<file path="config.mk">
export PLATFORM = sky130hd
export DESIGN_NAME = instr_decode_top
export DESIGN_NICKNAME = d
export VERILOG_FILES = /design/src/logic/decode_ops_pkg.sv /design/src/logic/core_types_pkg.sv /design/src/logic/decode_stage.sv /design/src/logic/decoder_1ri20.sv /design/src/logic/decoder_2ri12.sv /design/src/logic/decoder_2ri8.sv /design/src/logic/decoder_3r.sv /design/src/logic/instr_decode_top.sv
export SDC_FILE = /design/constraint.sdc
export NUM_CORES = 1
export LEC_CHECK = 0
export ABC_CLOCK_PERIOD_IN_PS = 5500
export BUFFER_PORTS_ARGS = -buffer_cell sky130_fd_sc_hd__buf_4
export CORE_ASPECT_RATIO = 0.9
export CORE_UTILIZATION = 40
export DETAILED_ROUTE_END_ITERATION = 6
export MAX_ROUTING_LAYER = met4
export PLACE_DENSITY = 0.62
export SLEW_MARGIN = 20
export SYNTH_ARGS = -nofsm -noshare
export SYNTH_HDL_FRONTEND = slang
export SYNTH_HIERARCHICAL = 1
export SYNTH_SLANG_ARGS = --single-unit
</file>
<file path="constraint.sdc">
create_clock -name clk_i -period 5.5 [get_ports clk_i]
set_clock_uncertainty 0.15 [all_clocks]
set_input_delay 0.275 -clock clk_i [delete_from_list [all_inputs] [get_ports clk_i]]
set_output_delay 0.275 -clock clk_i [all_outputs]
set_load 0.01 [all_outputs]
</file>
<file path="src/logic/decode_ops_pkg.sv">
`default_nettype none

package decode_ops_pkg;

    localparam int ALU_OP_WIDTH  = 8;
    localparam int ALU_SEL_WIDTH = 3;

    // 3R opcodes, instr[31:15]
    localparam logic [16:0] OPC_ADD_W     = 17'h00020;
    localparam logic [16:0] OPC_SUB_W     = 17'h00022;
    localparam logic [16:0] OPC_AND       = 17'h00029;
    localparam logic [16:0] OPC_OR        = 17'h0002A;
    localparam logic [16:0] OPC_XOR       = 17'h0002B;
    localparam logic [16:0] OPC_SLL_W     = 17'h0002E;
    localparam logic [16:0] OPC_SRL_W     = 17'h0002F;
    localparam logic [16:0] OPC_SRA_W     = 17'h00030;

    // shift by immediate, instr[31:15] with bit 15 set
    localparam logic [16:0] OPC_SLLI_W    = 17'h00081;
    localparam logic [16:0] OPC_SRLI_W    = 17'h00089;
    localparam logic [16:0] OPC_SRAI_W    = 17'h00091;

    // 2RI12 opcodes, instr[31:22]
    localparam logic [9:0]  OPC_ADDI_W    = 10'h00A;
    localparam logic [9:0]  OPC_ANDI      = 10'h00D;
    localparam logic [9:0]  OPC_ORI       = 10'h00E;
    localparam logic [9:0]  OPC_XORI      = 10'h00F;
    localparam logic [9:0]  OPC_LD_W      = 10'h0A2;
    localparam logic [9:0]  OPC_ST_W      = 10'h0A6;

    // 1RI20 opcodes, instr[31:25]
    localparam logic [6:0]  OPC_LU12I_W   = 7'h0A;
    localparam logic [6:0]  OPC_PCADDU12I = 7'h0E;

    localparam logic [ALU_OP_WIDTH-1:0] ALU_OP_ADD    = 8'h01;
    localparam logic [ALU_OP_WIDTH-1:0] ALU_OP_SUB    = 8'h02;
    localparam logic [ALU_OP_WIDTH-1:0] ALU_OP_AND    = 8'h03;
    localparam logic [ALU_OP_WIDTH-1:0] ALU_OP_OR     = 8'h04;
    localparam logic [ALU_OP_WIDTH-1:0] ALU_OP_XOR    = 8'h05;
    localparam logic [ALU_OP_WIDTH-1:0] ALU_OP_SLL    = 8'h06;
    localparam logic [ALU_OP_WIDTH-1:0] ALU_OP_SRL    = 8'h07;
    localparam logic [ALU_OP_WIDTH-1:0] ALU_OP_SRA    = 8'h08;
    localparam logic [ALU_OP_WIDTH-1:0] ALU_OP_LUI    = 8'h09;
    localparam logic [ALU_OP_WIDTH-1:0] ALU_OP_PCADDU = 8'h0A;
    localparam logic [ALU_OP_WIDTH-1:0] ALU_OP_LD_W   = 8'h0B;
    localparam logic [ALU_OP_WIDTH-1:0] ALU_OP_ST_W   = 8'h0C;

    // result select, picks the execute unit
    localparam logic [ALU_SEL_WIDTH-1:0] SEL_NOP   = 3'd0;
    localparam logic [ALU_SEL_WIDTH-1:0] SEL_ARITH = 3'd1;
    localparam logic [ALU_SEL_WIDTH-1:0] SEL_LOGIC = 3'd2;
    localparam logic [ALU_SEL_WIDTH-1:0] SEL_SHIFT = 3'd3;
    localparam logic [ALU_SEL_WIDTH-1:0] SEL_MEM   = 3'd4;

endpackage

`default_nettype wire

</file>
<file path="src/logic/core_types_pkg.sv">
`default_nettype none

package core_types_pkg;

    // field widths of the ALU control come from the opcode package
    import decode_ops_pkg::*;

    localparam int DATA_WIDTH     = 32;
    localparam int GPR_NUM        = 32;
    localparam int GPR_ADDR_WIDTH = $clog2(GPR_NUM);

    // one fetched instruction with its address
    typedef struct packed {
        logic [DATA_WIDTH-1:0] instr;
        logic [DATA_WIDTH-1:0] pc;
    } instr_buffer_info_t;

    // decode output handed to issue
    typedef struct packed {
        logic                          illegal;
        // {rk, rj}
        logic [1:0]                    reg_read_valid;
        logic [2*GPR_ADDR_WIDTH-1:0]   reg_read_addr;
        logic                          use_imm;
        logic [DATA_WIDTH-1:0]         imm;
        // rd
        logic                          reg_write_valid;
        logic [GPR_ADDR_WIDTH-1:0]     reg_write_addr;
        logic [ALU_OP_WIDTH-1:0]       aluop;
        logic [ALU_SEL_WIDTH-1:0]      alusel;
        logic [DATA_WIDTH-1:0]         pc;
    } decode_result_t;

endpackage

`default_nettype wire

</file>
<file path="src/logic/decode_stage.sv">
`timescale 1ns/100ps
`default_nettype none

module decode_stage
    import core_types_pkg::*;
(
    input  logic               clk_i,
    input  logic               rst_n_i,

    // from fetch
    input  logic               in_valid_i,
    input  instr_buffer_info_t in_data_i,
    output logic               in_ready_o,

    // held instruction out to the decoders, results back
    output instr_buffer_info_t held_instr_o,
    input  logic [3:0]         match_i,
    input  decode_result_t     result_3r_i,
    input  decode_result_t     result_2ri8_i,
    input  decode_result_t     result_2ri12_i,
    input  decode_result_t     result_1ri20_i,

    // to issue
    output logic               out_valid_o,
    output decode_result_t     out_data_o,
    input  logic               out_ready_i
);

    logic               valid_q;
    instr_buffer_info_t instr_q;
    logic               accept;
    decode_result_t     merged;

    // register frees up in the same cycle it is drained
    assign in_ready_o = ~valid_q | out_ready_i;
    assign accept     = in_valid_i & in_ready_o;

    always_ff @(posedge clk_i) begin
        if (!rst_n_i) begin
            valid_q <= 1'b0;
        end else if (in_ready_o) begin
            valid_q <= in_valid_i;
        end
    end

    always_ff @(posedge clk_i) begin
        if (accept) begin
            instr_q <= in_data_i;
        end
    end

    assign held_instr_o = instr_q;

    // at most one decoder matches, the rest drive zero
    assign merged = result_3r_i | result_2ri8_i | result_2ri12_i | result_1ri20_i;

    always_comb begin
        out_data_o         = merged;
        out_data_o.illegal = ~(|match_i);
        out_data_o.pc      = instr_q.pc;
    end

    assign out_valid_o = valid_q;

endmodule

`default_nettype wire

</file>
<file path="src/logic/decoder_1ri20.sv">
`timescale 1ns/100ps
`default_nettype none

// 1RI20 format {opcode[7], si20[20], rd[5]}
module decoder_1ri20
    import core_types_pkg::*;
    import decode_ops_pkg::*;
(
    input  instr_buffer_info_t instr_info_i,
    output logic               match_o,
    output decode_result_t     result_o
);

    logic [DATA_WIDTH-1:0]     instr;
    logic [6:0]                opcode;
    logic [GPR_ADDR_WIDTH-1:0] rd;
    logic [19:0]               si20;

    assign instr  = instr_info_i.instr;
    assign opcode = instr[31:25];
    assign rd     = instr[4:0];
    assign si20   = instr[24:5];

    always_comb begin
        // no register source, upper immediate only
        match_o                  = 1'b1;
        result_o                 = '0;
        result_o.reg_write_valid = 1'b1;
        result_o.reg_write_addr  = rd;
        result_o.use_imm         = 1'b1;
        result_o.imm             = {si20, 12'b0};
        result_o.alusel          = SEL_ARITH;
        case (opcode)
            OPC_LU12I_W:   result_o.aluop = ALU_OP_LUI;
            // execute adds the pc to the immediate
            OPC_PCADDU12I: result_o.aluop = ALU_OP_PCADDU;
            default: begin
                match_o  = 1'b0;
                result_o = '0;
            end
        endcase
    end

endmodule

`default_nettype wire

</file>
<file path="src/logic/decoder_2ri12.sv">
`timescale 1ns/100ps
`default_nettype none

// 2RI12 format {opcode[10], si12[12], rj[5], rd[5]}
module decoder_2ri12
    import core_types_pkg::*;
    import decode_ops_pkg::*;
(
    input  instr_buffer_info_t instr_info_i,
    output logic               match_o,
    output decode_result_t     result_o
);

    logic [DATA_WIDTH-1:0]     instr;
    logic [9:0]                opcode;
    logic [GPR_ADDR_WIDTH-1:0] rd;
    logic [GPR_ADDR_WIDTH-1:0] rj;
    logic [11:0]               si12;
    logic [DATA_WIDTH-1:0]     imm_sext;
    logic [DATA_WIDTH-1:0]     imm_zext;

    assign instr    = instr_info_i.instr;
    assign opcode   = instr[31:22];
    assign rd       = instr[4:0];
    assign rj       = instr[9:5];
    assign si12     = instr[21:10];
    assign imm_sext = {{(DATA_WIDTH-12){si12[11]}}, si12};
    assign imm_zext = {{(DATA_WIDTH-12){1'b0}}, si12};

    always_comb begin
        // rj source, rd target, immediate operand
        match_o                  = 1'b1;
        result_o                 = '0;
        result_o.reg_read_valid  = 2'b01;
        result_o.reg_read_addr   = {{GPR_ADDR_WIDTH{1'b0}}, rj};
        result_o.reg_write_valid = 1'b1;
        result_o.reg_write_addr  = rd;
        result_o.use_imm         = 1'b1;
        result_o.imm             = imm_sext;
        case (opcode)
            OPC_ADDI_W: begin
                result_o.aluop  = ALU_OP_ADD;
                result_o.alusel = SEL_ARITH;
            end
            // logic immediates are zero extended
            OPC_ANDI: begin
                result_o.imm    = imm_zext;
                result_o.aluop  = ALU_OP_AND;
                result_o.alusel = SEL_LOGIC;
            end
            OPC_ORI: begin
                result_o.imm    = imm_zext;
                result_o.aluop  = ALU_OP_OR;
                result_o.alusel = SEL_LOGIC;
            end
            OPC_XORI: begin
                result_o.imm    = imm_zext;
                result_o.aluop  = ALU_OP_XOR;
                result_o.alusel = SEL_LOGIC;
            end
            OPC_LD_W: begin
                result_o.aluop  = ALU_OP_LD_W;
                result_o.alusel = SEL_MEM;
            end
            OPC_ST_W: begin
                // store data comes from rd, carried in the rk slot
                result_o.reg_read_valid  = 2'b11;
                result_o.reg_read_addr   = {rd, rj};
                result_o.reg_write_valid = 1'b0;
                result_o.reg_write_addr  = '0;
                result_o.aluop           = ALU_OP_ST_W;
                result_o.alusel          = SEL_MEM;
            end
            default: begin
                match_o  = 1'b0;
                result_o = '0;
            end
        endcase
    end

endmodule

`default_nettype wire

</file>
<file path="src/logic/decoder_2ri8.sv">
`timescale 1ns/100ps
`default_nettype none

// shift by immediate {opcode[17], ui5[5], rj[5], rd[5]}
module decoder_2ri8
    import core_types_pkg::*;
    import decode_ops_pkg::*;
(
    input  instr_buffer_info_t instr_info_i,
    output logic               match_o,
    output decode_result_t     result_o
);

    logic [DATA_WIDTH-1:0]     instr;
    logic [16:0]               opcode;
    logic [GPR_ADDR_WIDTH-1:0] rd;
    logic [GPR_ADDR_WIDTH-1:0] rj;
    logic [4:0]                ui5;

    assign instr  = instr_info_i.instr;
    assign opcode = instr[31:15];
    assign rd     = instr[4:0];
    assign rj     = instr[9:5];
    assign ui5    = instr[14:10];

    always_comb begin
        match_o                  = 1'b1;
        result_o                 = '0;
        result_o.reg_read_valid  = 2'b01;
        result_o.reg_read_addr   = {{GPR_ADDR_WIDTH{1'b0}}, rj};
        result_o.reg_write_valid = 1'b1;
        result_o.reg_write_addr  = rd;
        result_o.use_imm         = 1'b1;
        result_o.imm             = {{(DATA_WIDTH-5){1'b0}}, ui5};
        result_o.alusel          = SEL_SHIFT;
        case (opcode)
            OPC_SLLI_W: result_o.aluop = ALU_OP_SLL;
            OPC_SRLI_W: result_o.aluop = ALU_OP_SRL;
            OPC_SRAI_W: result_o.aluop = ALU_OP_SRA;
            default: begin
                match_o  = 1'b0;
                result_o = '0;
            end
        endcase
    end

endmodule

`default_nettype wire

</file>
<file path="src/logic/decoder_3r.sv">
`timescale 1ns/100ps
`default_nettype none

// 3R format {opcode[17], rk[5], rj[5], rd[5]}
module decoder_3r
    import core_types_pkg::*;
    import decode_ops_pkg::*;
(
    input  instr_buffer_info_t instr_info_i,
    output logic               match_o,
    output decode_result_t     result_o
);

    logic [DATA_WIDTH-1:0]     instr;
    logic [16:0]               opcode;
    logic [GPR_ADDR_WIDTH-1:0] rd;
    logic [GPR_ADDR_WIDTH-1:0] rj;
    logic [GPR_ADDR_WIDTH-1:0] rk;

    assign instr  = instr_info_i.instr;
    assign opcode = instr[31:15];
    assign rd     = instr[4:0];
    assign rj     = instr[9:5];
    assign rk     = instr[14:10];

    always_comb begin
        // common to every 3R op
        match_o                  = 1'b1;
        result_o                 = '0;
        result_o.reg_read_valid  = 2'b11;
        result_o.reg_read_addr   = {rk, rj};
        result_o.reg_write_valid = 1'b1;
        result_o.reg_write_addr  = rd;
        case (opcode)
            OPC_ADD_W: begin
                result_o.aluop  = ALU_OP_ADD;
                result_o.alusel = SEL_ARITH;
            end
            OPC_SUB_W: begin
                result_o.aluop  = ALU_OP_SUB;
                result_o.alusel = SEL_ARITH;
            end
            OPC_AND: begin
                result_o.aluop  = ALU_OP_AND;
                result_o.alusel = SEL_LOGIC;
            end
            OPC_OR: begin
                result_o.aluop  = ALU_OP_OR;
                result_o.alusel = SEL_LOGIC;
            end
            OPC_XOR: begin
                result_o.aluop  = ALU_OP_XOR;
                result_o.alusel = SEL_LOGIC;
            end
            OPC_SLL_W: begin
                result_o.aluop  = ALU_OP_SLL;
                result_o.alusel = SEL_SHIFT;
            end
            OPC_SRL_W: begin
                result_o.aluop  = ALU_OP_SRL;
                result_o.alusel = SEL_SHIFT;
            end
            OPC_SRA_W: begin
                result_o.aluop  = ALU_OP_SRA;
                result_o.alusel = SEL_SHIFT;
            end
            default: begin
                // not ours, stay silent so the stage can OR results
                match_o  = 1'b0;
                result_o = '0;
            end
        endcase
    end

endmodule

`default_nettype wire

</file>
<file path="src/logic/instr_decode_top.sv">
`timescale 1ns/100ps
`default_nettype none

module instr_decode_top
    import core_types_pkg::*;
(
    input  logic               clk_i,
    input  logic               rst_n_i,
    input  logic               in_valid_i,
    input  instr_buffer_info_t in_data_i,
    output logic               in_ready_o,
    output logic               out_valid_o,
    output decode_result_t     out_data_o,
    input  logic               out_ready_i
);

    instr_buffer_info_t held_instr;
    logic               match_3r;
    logic               match_2ri8;
    logic               match_2ri12;
    logic               match_1ri20;
    decode_result_t     result_3r;
    decode_result_t     result_2ri8;
    decode_result_t     result_2ri12;
    decode_result_t     result_1ri20;

    decode_stage i_decode_stage (
        .clk_i          (clk_i),
        .rst_n_i        (rst_n_i),
        .in_valid_i     (in_valid_i),
        .in_data_i      (in_data_i),
        .in_ready_o     (in_ready_o),
        .held_instr_o   (held_instr),
        .match_i        ({match_1ri20, match_2ri12, match_2ri8, match_3r}),
        .result_3r_i    (result_3r),
        .result_2ri8_i  (result_2ri8),
        .result_2ri12_i (result_2ri12),
        .result_1ri20_i (result_1ri20),
        .out_valid_o    (out_valid_o),
        .out_data_o     (out_data_o),
        .out_ready_i    (out_ready_i)
    );

    // all four formats look at the held word in parallel
    decoder_3r i_decoder_3r (
        .instr_info_i (held_instr),
        .match_o      (match_3r),
        .result_o     (result_3r)
    );

    decoder_2ri8 i_decoder_2ri8 (
        .instr_info_i (held_instr),
        .match_o      (match_2ri8),
        .result_o     (result_2ri8)
    );

    decoder_2ri12 i_decoder_2ri12 (
        .instr_info_i (held_instr),
        .match_o      (match_2ri12),
        .result_o     (result_2ri12)
    );

    decoder_1ri20 i_decoder_1ri20 (
        .instr_info_i (held_instr),
        .match_o      (match_1ri20),
        .result_o     (result_1ri20)
    );

endmodule

`default_nettype wire
</file>
# After elaboration in Yosys (flattened, before gate mapping)
# Cells that the tools add are included.
# Widths: inputs -> output; s select.
# totals
output_inout_bits	97
reg_bits	65
# classes
n_eq_ne	19
n_reduce_logical	8
muxes	16
bitwise	7
# ops
operator	count
$or 94x94->94	3
$eq 17x6->1 const B	8
$pmux 32 s2	1
$pmux 7 s8	1
$eq 17x8->1 const B	3
$mux 51	1
$mux 50	1
$pmux 7 s6	1
$eq 10x4->1 const B	4
$mux 39	1
$mux 34	1
$mux 33	1
$pmux 12 s2	1
$eq 10x8->1 const B	2
$eq 7x4->1 const B	2
$pmux 4 s3	1
$reduce_or 3->1	3
$pmux 4 s2	1
$reduce_or 8->1	1
$mux 6	1
$reduce_or 6->1	1
$reduce_or 5->1	1
$mux 1	4
$reduce_or 4->1	1
4 further kinds	5

# Logic depth before layout (Yosys ltp)
# Gate-level depths: netlist (run 1).
# logic_depth
word_depth	6
mapped_depth	7

# Cells and area by module
# The synthesis (run 1) kept the hierarchy.
# modules_own_cells
mod	n_inst	cells_per_inst	seq_area_each_um2	area_each_um2
decode_stage	1	164	1941.9	2677.6
decoder_3r	1	140	0.0	1056.0
decoder_2ri12	1	135	0.0	907.1
decoder_2ri8	1	106	0.0	804.5
decoder_1ri20	1	104	0.0	755.7

# Worst setup path before layout (run 1)
# OpenSTA, ideal clock, no wires.
# synth_timing
path_type	register -> register
startpoint	register i_decode_stage.valid_q, in the netlist i_decode_stage/out_valid_o
endpoint	register i_decode_stage.instr_q (netlist bit i_decode_stage/held_instr_o[0]), enable pin
path_stages_with_launch	3
setup_time_ns	0.429
arrival_time_ns	2.022
synth_period_minus_slack_ns	2.601
required_time_ns	4.921
setup_slack_ns	2.899
path_cell_list	dfxtp_1 > nand2b_1 > and2_1
# synth_between
elab_chain_cells	3
# synth_lines
item	line	text
start, declared	decode_stage.sv:29	logic valid_q;
start signal, assigned	decode_stage.sv:42	valid_q <= in_valid_i;
$not 1->1	decode_stage.sv:35	assign in_ready_o = ~valid_q | out_ready_i;
$or 1x1->1	decode_stage.sv:35	
net in_ready_o	instr_decode_top.sv:11	output logic in_ready_o,
$and 1x1->1	decode_stage.sv:36	assign accept = in_valid_i & in_ready_o;
net i_decode_stage.accept	decode_stage.sv:31	logic accept;
end signal, assigned	decode_stage.sv:48	instr_q <= in_data_i;
end, declared	decode_stage.sv:30	instr_buffer_info_t instr_q;
# The timed path passes the listed nets, and every way through them passes these cells.
# A chain may end at the register's enable or synchronous reset.

==> results of run 1 <==
## stage by stage
step	utilization [%]	instance area, µm²	hold slack [ns]
6_report	51.5	6540	0.0629
2_1_floorplan	-	5610	0.224
3_3_place_gp	44.0	5580	0.303
3_5_place_dp	44.0	5580	0.304
5_1_grt	51.5	6540	0.0552
4_1_cts	51.5	6530	0.0498
## report_power, final
part           switching, mW  internal [mW]
clock network          0.197          0.396
logic                 0.0966          0.123
registers             0.0312          0.581
total                  0.325           1.10
## timing repair
action / 4_1_cts / 5_1_grt
hold endpoints to repair: 64 / 0
hold buffers: 64 / 0
gates resized for setup: 0 / 0
## final timing paths
check / endpoint / slack (ns) / depth (start not counted)
worst max-delay path: out_data_o[73] / 2.25 / 5
worst min-delay path: i_decode_stage/out_valid_o$_SDFFE_PN0P_ / 0.06 / 2
worst max register to register: i_decode_stage/held_instr_o[56]$_DFFE_PP_ / 3.55 / 3
worst min register to register: i_decode_stage/out_valid_o$_SDFFE_PN0P_ / 0.40 / 2
## layout by cell type, fill, tap and decap left out, drive strengths merged, types with 8 or more instances in the layout
cell type,instances
buf,163
conb,111
dlygate4sd3,64
edfxtp,64
or4,62
and3,42
nand2,25
a21oi,20
nand3,18
a211oi,16
clkbuf,11
a21boi,8
and2,8
## state kept, by name, summed over array words and instances, names as in the netlist
register	flops
i_decode_stage/held_instr_o	64
i_decode_stage/out_valid_o	1
## routing by layer
layer,vias to the layer above,track usage (%)
met5,-,-
met1,1727,23.4
met3,10,6.79
met2,150,31.3
met4,0,5.23
li1,1916,-
## final cells by class
class,instances,area (µm²)
sequential,65,1940
multi-input combinational,358,2200
clock inverter,5,80.1
clock buffer,11,233
tap,164,205
timing repair buffer,227,1860
fill,1129,6150
inverter,4,15.0
## worst max-delay path: stages, from the launching register on
cell and delay [ns]:
edfxtp_1 0.52, and3b_1 0.29, o21ai_2 0.66, nor2_2 0.33
or4_1 0.55, buf_4 0.16
==> metrics.txt, run 1 <==
status=finished, final reports clean; layout overhead on the synthesized area=25.5%; layout cell share with drive strength beyond 1=around a third; Worst Path Required=around 5.1 ns; hold path startpoint=rst_n_i; Initial Util=approximately two fifths; final wirelength=approximately 13000 µm; Port Buffers=160; Cell Area, Synth=between 5000 and 6000 µm²; DR WL met3=around 1000 µm; synth warn=6; 1st-pass router iterations=4; Skew-Pair Late Insertion Delay=roughly 0.32 ns; met2 wire length=a little under 6000 µm; Setup CP Type=register to output port; PnR worst setup slack=2.25 ns; Hold Path Class=input pin to register; Pwr Total=1.42 mW; Critical Path Start=i_decode_stage/held_instr_o[59]$_DFFE_PP_; Post-CTS Setup Inserts=0; vias in the first global route=~3.7k; Final period util=between 50 and 60%; Die Width=about 120 µm; Core ar.=about 13000 µm²; Crit Path Max Fanout=20; RSZ-0062 raised after global routing=false; Syn Inst Count=517; GRT Residual Overflow=0; origin of the critical flop-to-flop path=i_decode_stage/out_valid_o$_SDFFE_PN0P_; Via Count=3803; Clock transition at path regs=about 0.05 ns; Leak Pwr=just under 3 nW; htree depth=3; Die H=between 100 and 150 µm; DP HPWL=around 8600 µm; Slew headroom=between 30% and 40%; Slew Limit Fails=0; final hold viol count=0; Worst setup SP type=register; CP endpoint kind=output port; GRT Total Usage=around a fifth; initial antenna violation count=0; Site Rows=39; top layer in use=met4; CTS tree=done; Vias/cell=approximately 4.6; final non-filler cell total=834; setup violators final=0; first-pass GRT wire length=a little under 20000 µm; Setup Total Neg Slack=0 ns; CTS Buffer Depth=2; Tightest Pin Transition=between 1 and 1.5 ns; pwr/cell area=roughly 220 nW/µm²; DRT iter0 DRCs=323; crit path DAT=2.83 ns; Max Cap Viol=0; # IOs=165; met1 wire length=approximately 5500 µm; maximum vdd ir drop=0.212 mV; CTS Sinks=65; Antenna Nets Post-Route=0; largest net degree at the start of global routing=50; die area=roughly 13000 µm²; pre-CTS setup slack=2.39 ns; mean post-synth cell area=10.1 µm²; DRC Markers=0; fmax=a little over 300 MHz; placed instance count=between 700 and 800; clock period minus worst slack=between 3 and 4 ns; GP Congestion=0.814; drt wl/cell=about 15 µm; CTS root buf=clkbuf_16; nets=733; CTS buffer count=9; Antenna diodes=0
(Power assumes the default switching activity.)
==> inputs of run 2 (changes only) <==
- ABC_CLOCK_PERIOD_IN_PS: 5500 -> 3400
- clock period: 5.5 -> 3.4 ns (I/O delays scaled with it)
==> metrics.txt, run 2 (synthesis results as in run 1) <==
Die H=110 µm (unchanged); DRC Markers=0 (unchanged); GRT Total Usage=19.3% (was 19.5%); final hold viol count=0 (unchanged); GRT Residual Overflow=0 (unchanged); Leak Pwr=2.96 nW (was 2.95 nW); final wirelength=12500 µm (about the same); first-pass GRT wire length=19100 µm (was 19300 µm); Vias/cell=4.57 (was 4.56); most frequent cells in the layout=buf_4 (165), conb_1 (111), dlygate4sd3_1 (66), edfxtp_1 (64), or4_1 (62) (was buf_4 (163), conb_1 (111), dlygate4sd3_1 (64), edfxtp_1 (64), or4_1 (62)); Worst setup SP type=register (unchanged); CP endpoint kind=output port (unchanged); commonest non-fill, non-tap cell in the layout=buf_4 (unchanged); maximum vdd ir drop=0.337 mV (was 0.212 mV); hold path startpoint=in_data_i[52] (was rst_n_i); post-route design area=6540 µm² (about the same); setup violators final=0 (unchanged); vias in the first global route=3684 (was 3749); CTS buffer count=9 (unchanged); GP Congestion=0.827 (was 0.814); Reg2Reg Depth=3 (unchanged); status=finished, final reports clean (unchanged); Worst Path Required=3.08 ns (was 5.08 ns); FF-to-FF End=i_decode_stage/held_instr_o[25]$_DFFE_PP_ (was i_decode_stage/held_instr_o[56]$_DFFE_PP_); Initial Util=41.1% (unchanged); Slew headroom=33.7% (was 32.2%); CTS tree=done (unchanged); Final period util=90.1%; Setup Total Neg Slack=0 ns (unchanged); Die Width=122 µm (unchanged); initial antenna violation count=0 (unchanged); Max Cap Viol=0 (unchanged); Clock transition at path regs=0.05 ns (about the same); crit path DAT=2.74 ns (was 2.83 ns); layout overhead on the synthesized area=25.5% (about the same); DP HPWL=8590 µm (was 8630 µm); die area=13500 µm² (unchanged); 1st-pass router iterations=4 (unchanged); Port Buffers=160 (unchanged); htree depth=3 (unchanged); Critical Path Slowest Stage Cell=o21ai_2 (unchanged); Slew Limit Fails=0 (unchanged); Max stage delay on crit path=0.70 ns (was 0.66 ns); clock period minus worst slack=about 3.1 ns; Core ar.=12700 µm² (unchanged); Via Count=3833 (was 3803); CTS Buffer Depth=2 (unchanged); cell chain of the critical path=nor2b_1, o21ai_2, a21oi_1, or4_1, buf_4 (was and3b_1, o21ai_2, nor2_2, or4_1, buf_4); RSZ-0062 raised after global routing=false (unchanged); CTS root buf=clkbuf_16 (unchanged); Antenna diodes=0 (unchanged); pwr/cell area=340 nW/µm² (was 218 nW/µm²); fmax=approximately 330 MHz; Hold Path Sink=i_decode_stage/held_instr_o[52]$_DFFE_PP_ (was i_decode_stage/out_valid_o$_SDFFE_PN0P_); Worst Hold Depth=2 (unchanged); post-cts gate resize count=0 (unchanged); Setup CP Type=register to output port (unchanged); origin of the critical flop-to-flop path=i_decode_stage/out_valid_o$_SDFFE_PN0P_ (unchanged); Skew-Pair Late Insertion Delay=0.32 ns (about the same); Hold Path Class=input pin to register (unchanged); DRT iter0 DRCs=195 (was 323); # IOs=165 (unchanged); DP Area=5600 µm² (was 5580 µm²); max FFs per register=64 (unchanged); CTS Sinks=65 (unchanged); Site Rows=39 (unchanged); Crit Path Max Fanout=17 (was 20); R2R setup slack=1.40 ns (was 3.55 ns); Tightest Pin Transition=0.994 ns (was 1.02 ns); layout cell share with drive strength beyond 1=33.4% (about the same); largest net degree at the start of global routing=49 (was 50); drt wl/cell=14.9 µm (was 15.0 µm); nets=737 (was 733); Antenna Nets Post-Route=0 (unchanged)
-- run 2: cell types whose count changed in the layout (fill, tap and decap cells not counted) --
cell           delta
buf_4             +2
clkinv_4          -1
clkbuf_1          +1
bufinv_16         -1
clkinvlp_4        -1
clkinv_2          +2
dlygate4sd3_1     +2
-- run 2: final cells by class --
type	count	area (µm²)
Fill cell	1125	6150
Multi-Input combinational cell	358	2200
Sequential cell	65	1940
Timing Repair Buffer	231	1900
Clock buffer	12	236
Tap cell	164	205
Clock inverter	4	43.8
Inverter	4	15.0
-- run 2: stage by stage --
stage               instances  power [mW]  hold WS (ns)  setup WS, ns  util (%)
finish                    838        2.22         0.411         0.338      51.5
global route              838        2.32         0.398         0.193      51.5
CTS                       838        2.24         0.400         0.214      51.5
detailed placement        756        1.30         0.199         0.570      44.1
global placement          756        1.30         0.198         0.666      44.1
floorplan                 624        1.24         0.119         0.799         -
-- run 2: worst max-delay path by stage --
stage                                                         start                                       end  slack [ns]  cells past startpoint
after global placement    i_decode_stage/held_instr_o[63]$_DFFE_PP_                            out_data_o[64]        0.67                      6
after global routing      i_decode_stage/held_instr_o[49]$_DFFE_PP_                            out_data_o[93]        0.19                      5
after detailed placement  i_decode_stage/held_instr_o[63]$_DFFE_PP_                            out_data_o[65]        0.57                      6
final                     i_decode_stage/held_instr_o[49]$_DFFE_PP_                            out_data_o[48]        0.34                      5
after floorplan             i_decode_stage/out_valid_o$_SDFFE_PN0P_  i_decode_stage/held_instr_o[0]$_DFFE_PP_        0.80                      2
after CTS                 i_decode_stage/held_instr_o[63]$_DFFE_PP_                            out_data_o[65]        0.21                      6
-- run 2: power breakdown --
part	internal, mW	leakage, nW	switching, mW
Clock	0.563	0.138	0.313
Combinational	0.201	2.19	0.156
Sequential	0.940	0.627	0.0523
Total	1.70	2.96	0.521
-- run 2: worst max-delay path: cells and delay by family, from the launching register on --
family	cells	cell delay, ns
DFF	1	0.62
AOI/OAI and AO/OA	2	0.97
and+or+nand+nor	2	0.67
buffers and inverters	1	0.16
-- run 2: timing repair --
action                                 4_1_cts  5_1_grt
hold buffers                                66        0
setup buffers                                0        0
setup endpoints to repair                    0        0
endpoints found under the hold margin       65        0
-- run 2: per-layer routing --
metal	routed length [µm]	global-route usage [%]	part of all wire, %
met1	5660	25.3	45
met2	5720	29.1	46
met3	937	4.99	7.5
met4	204	5.92	1.6
met5	0	-	0
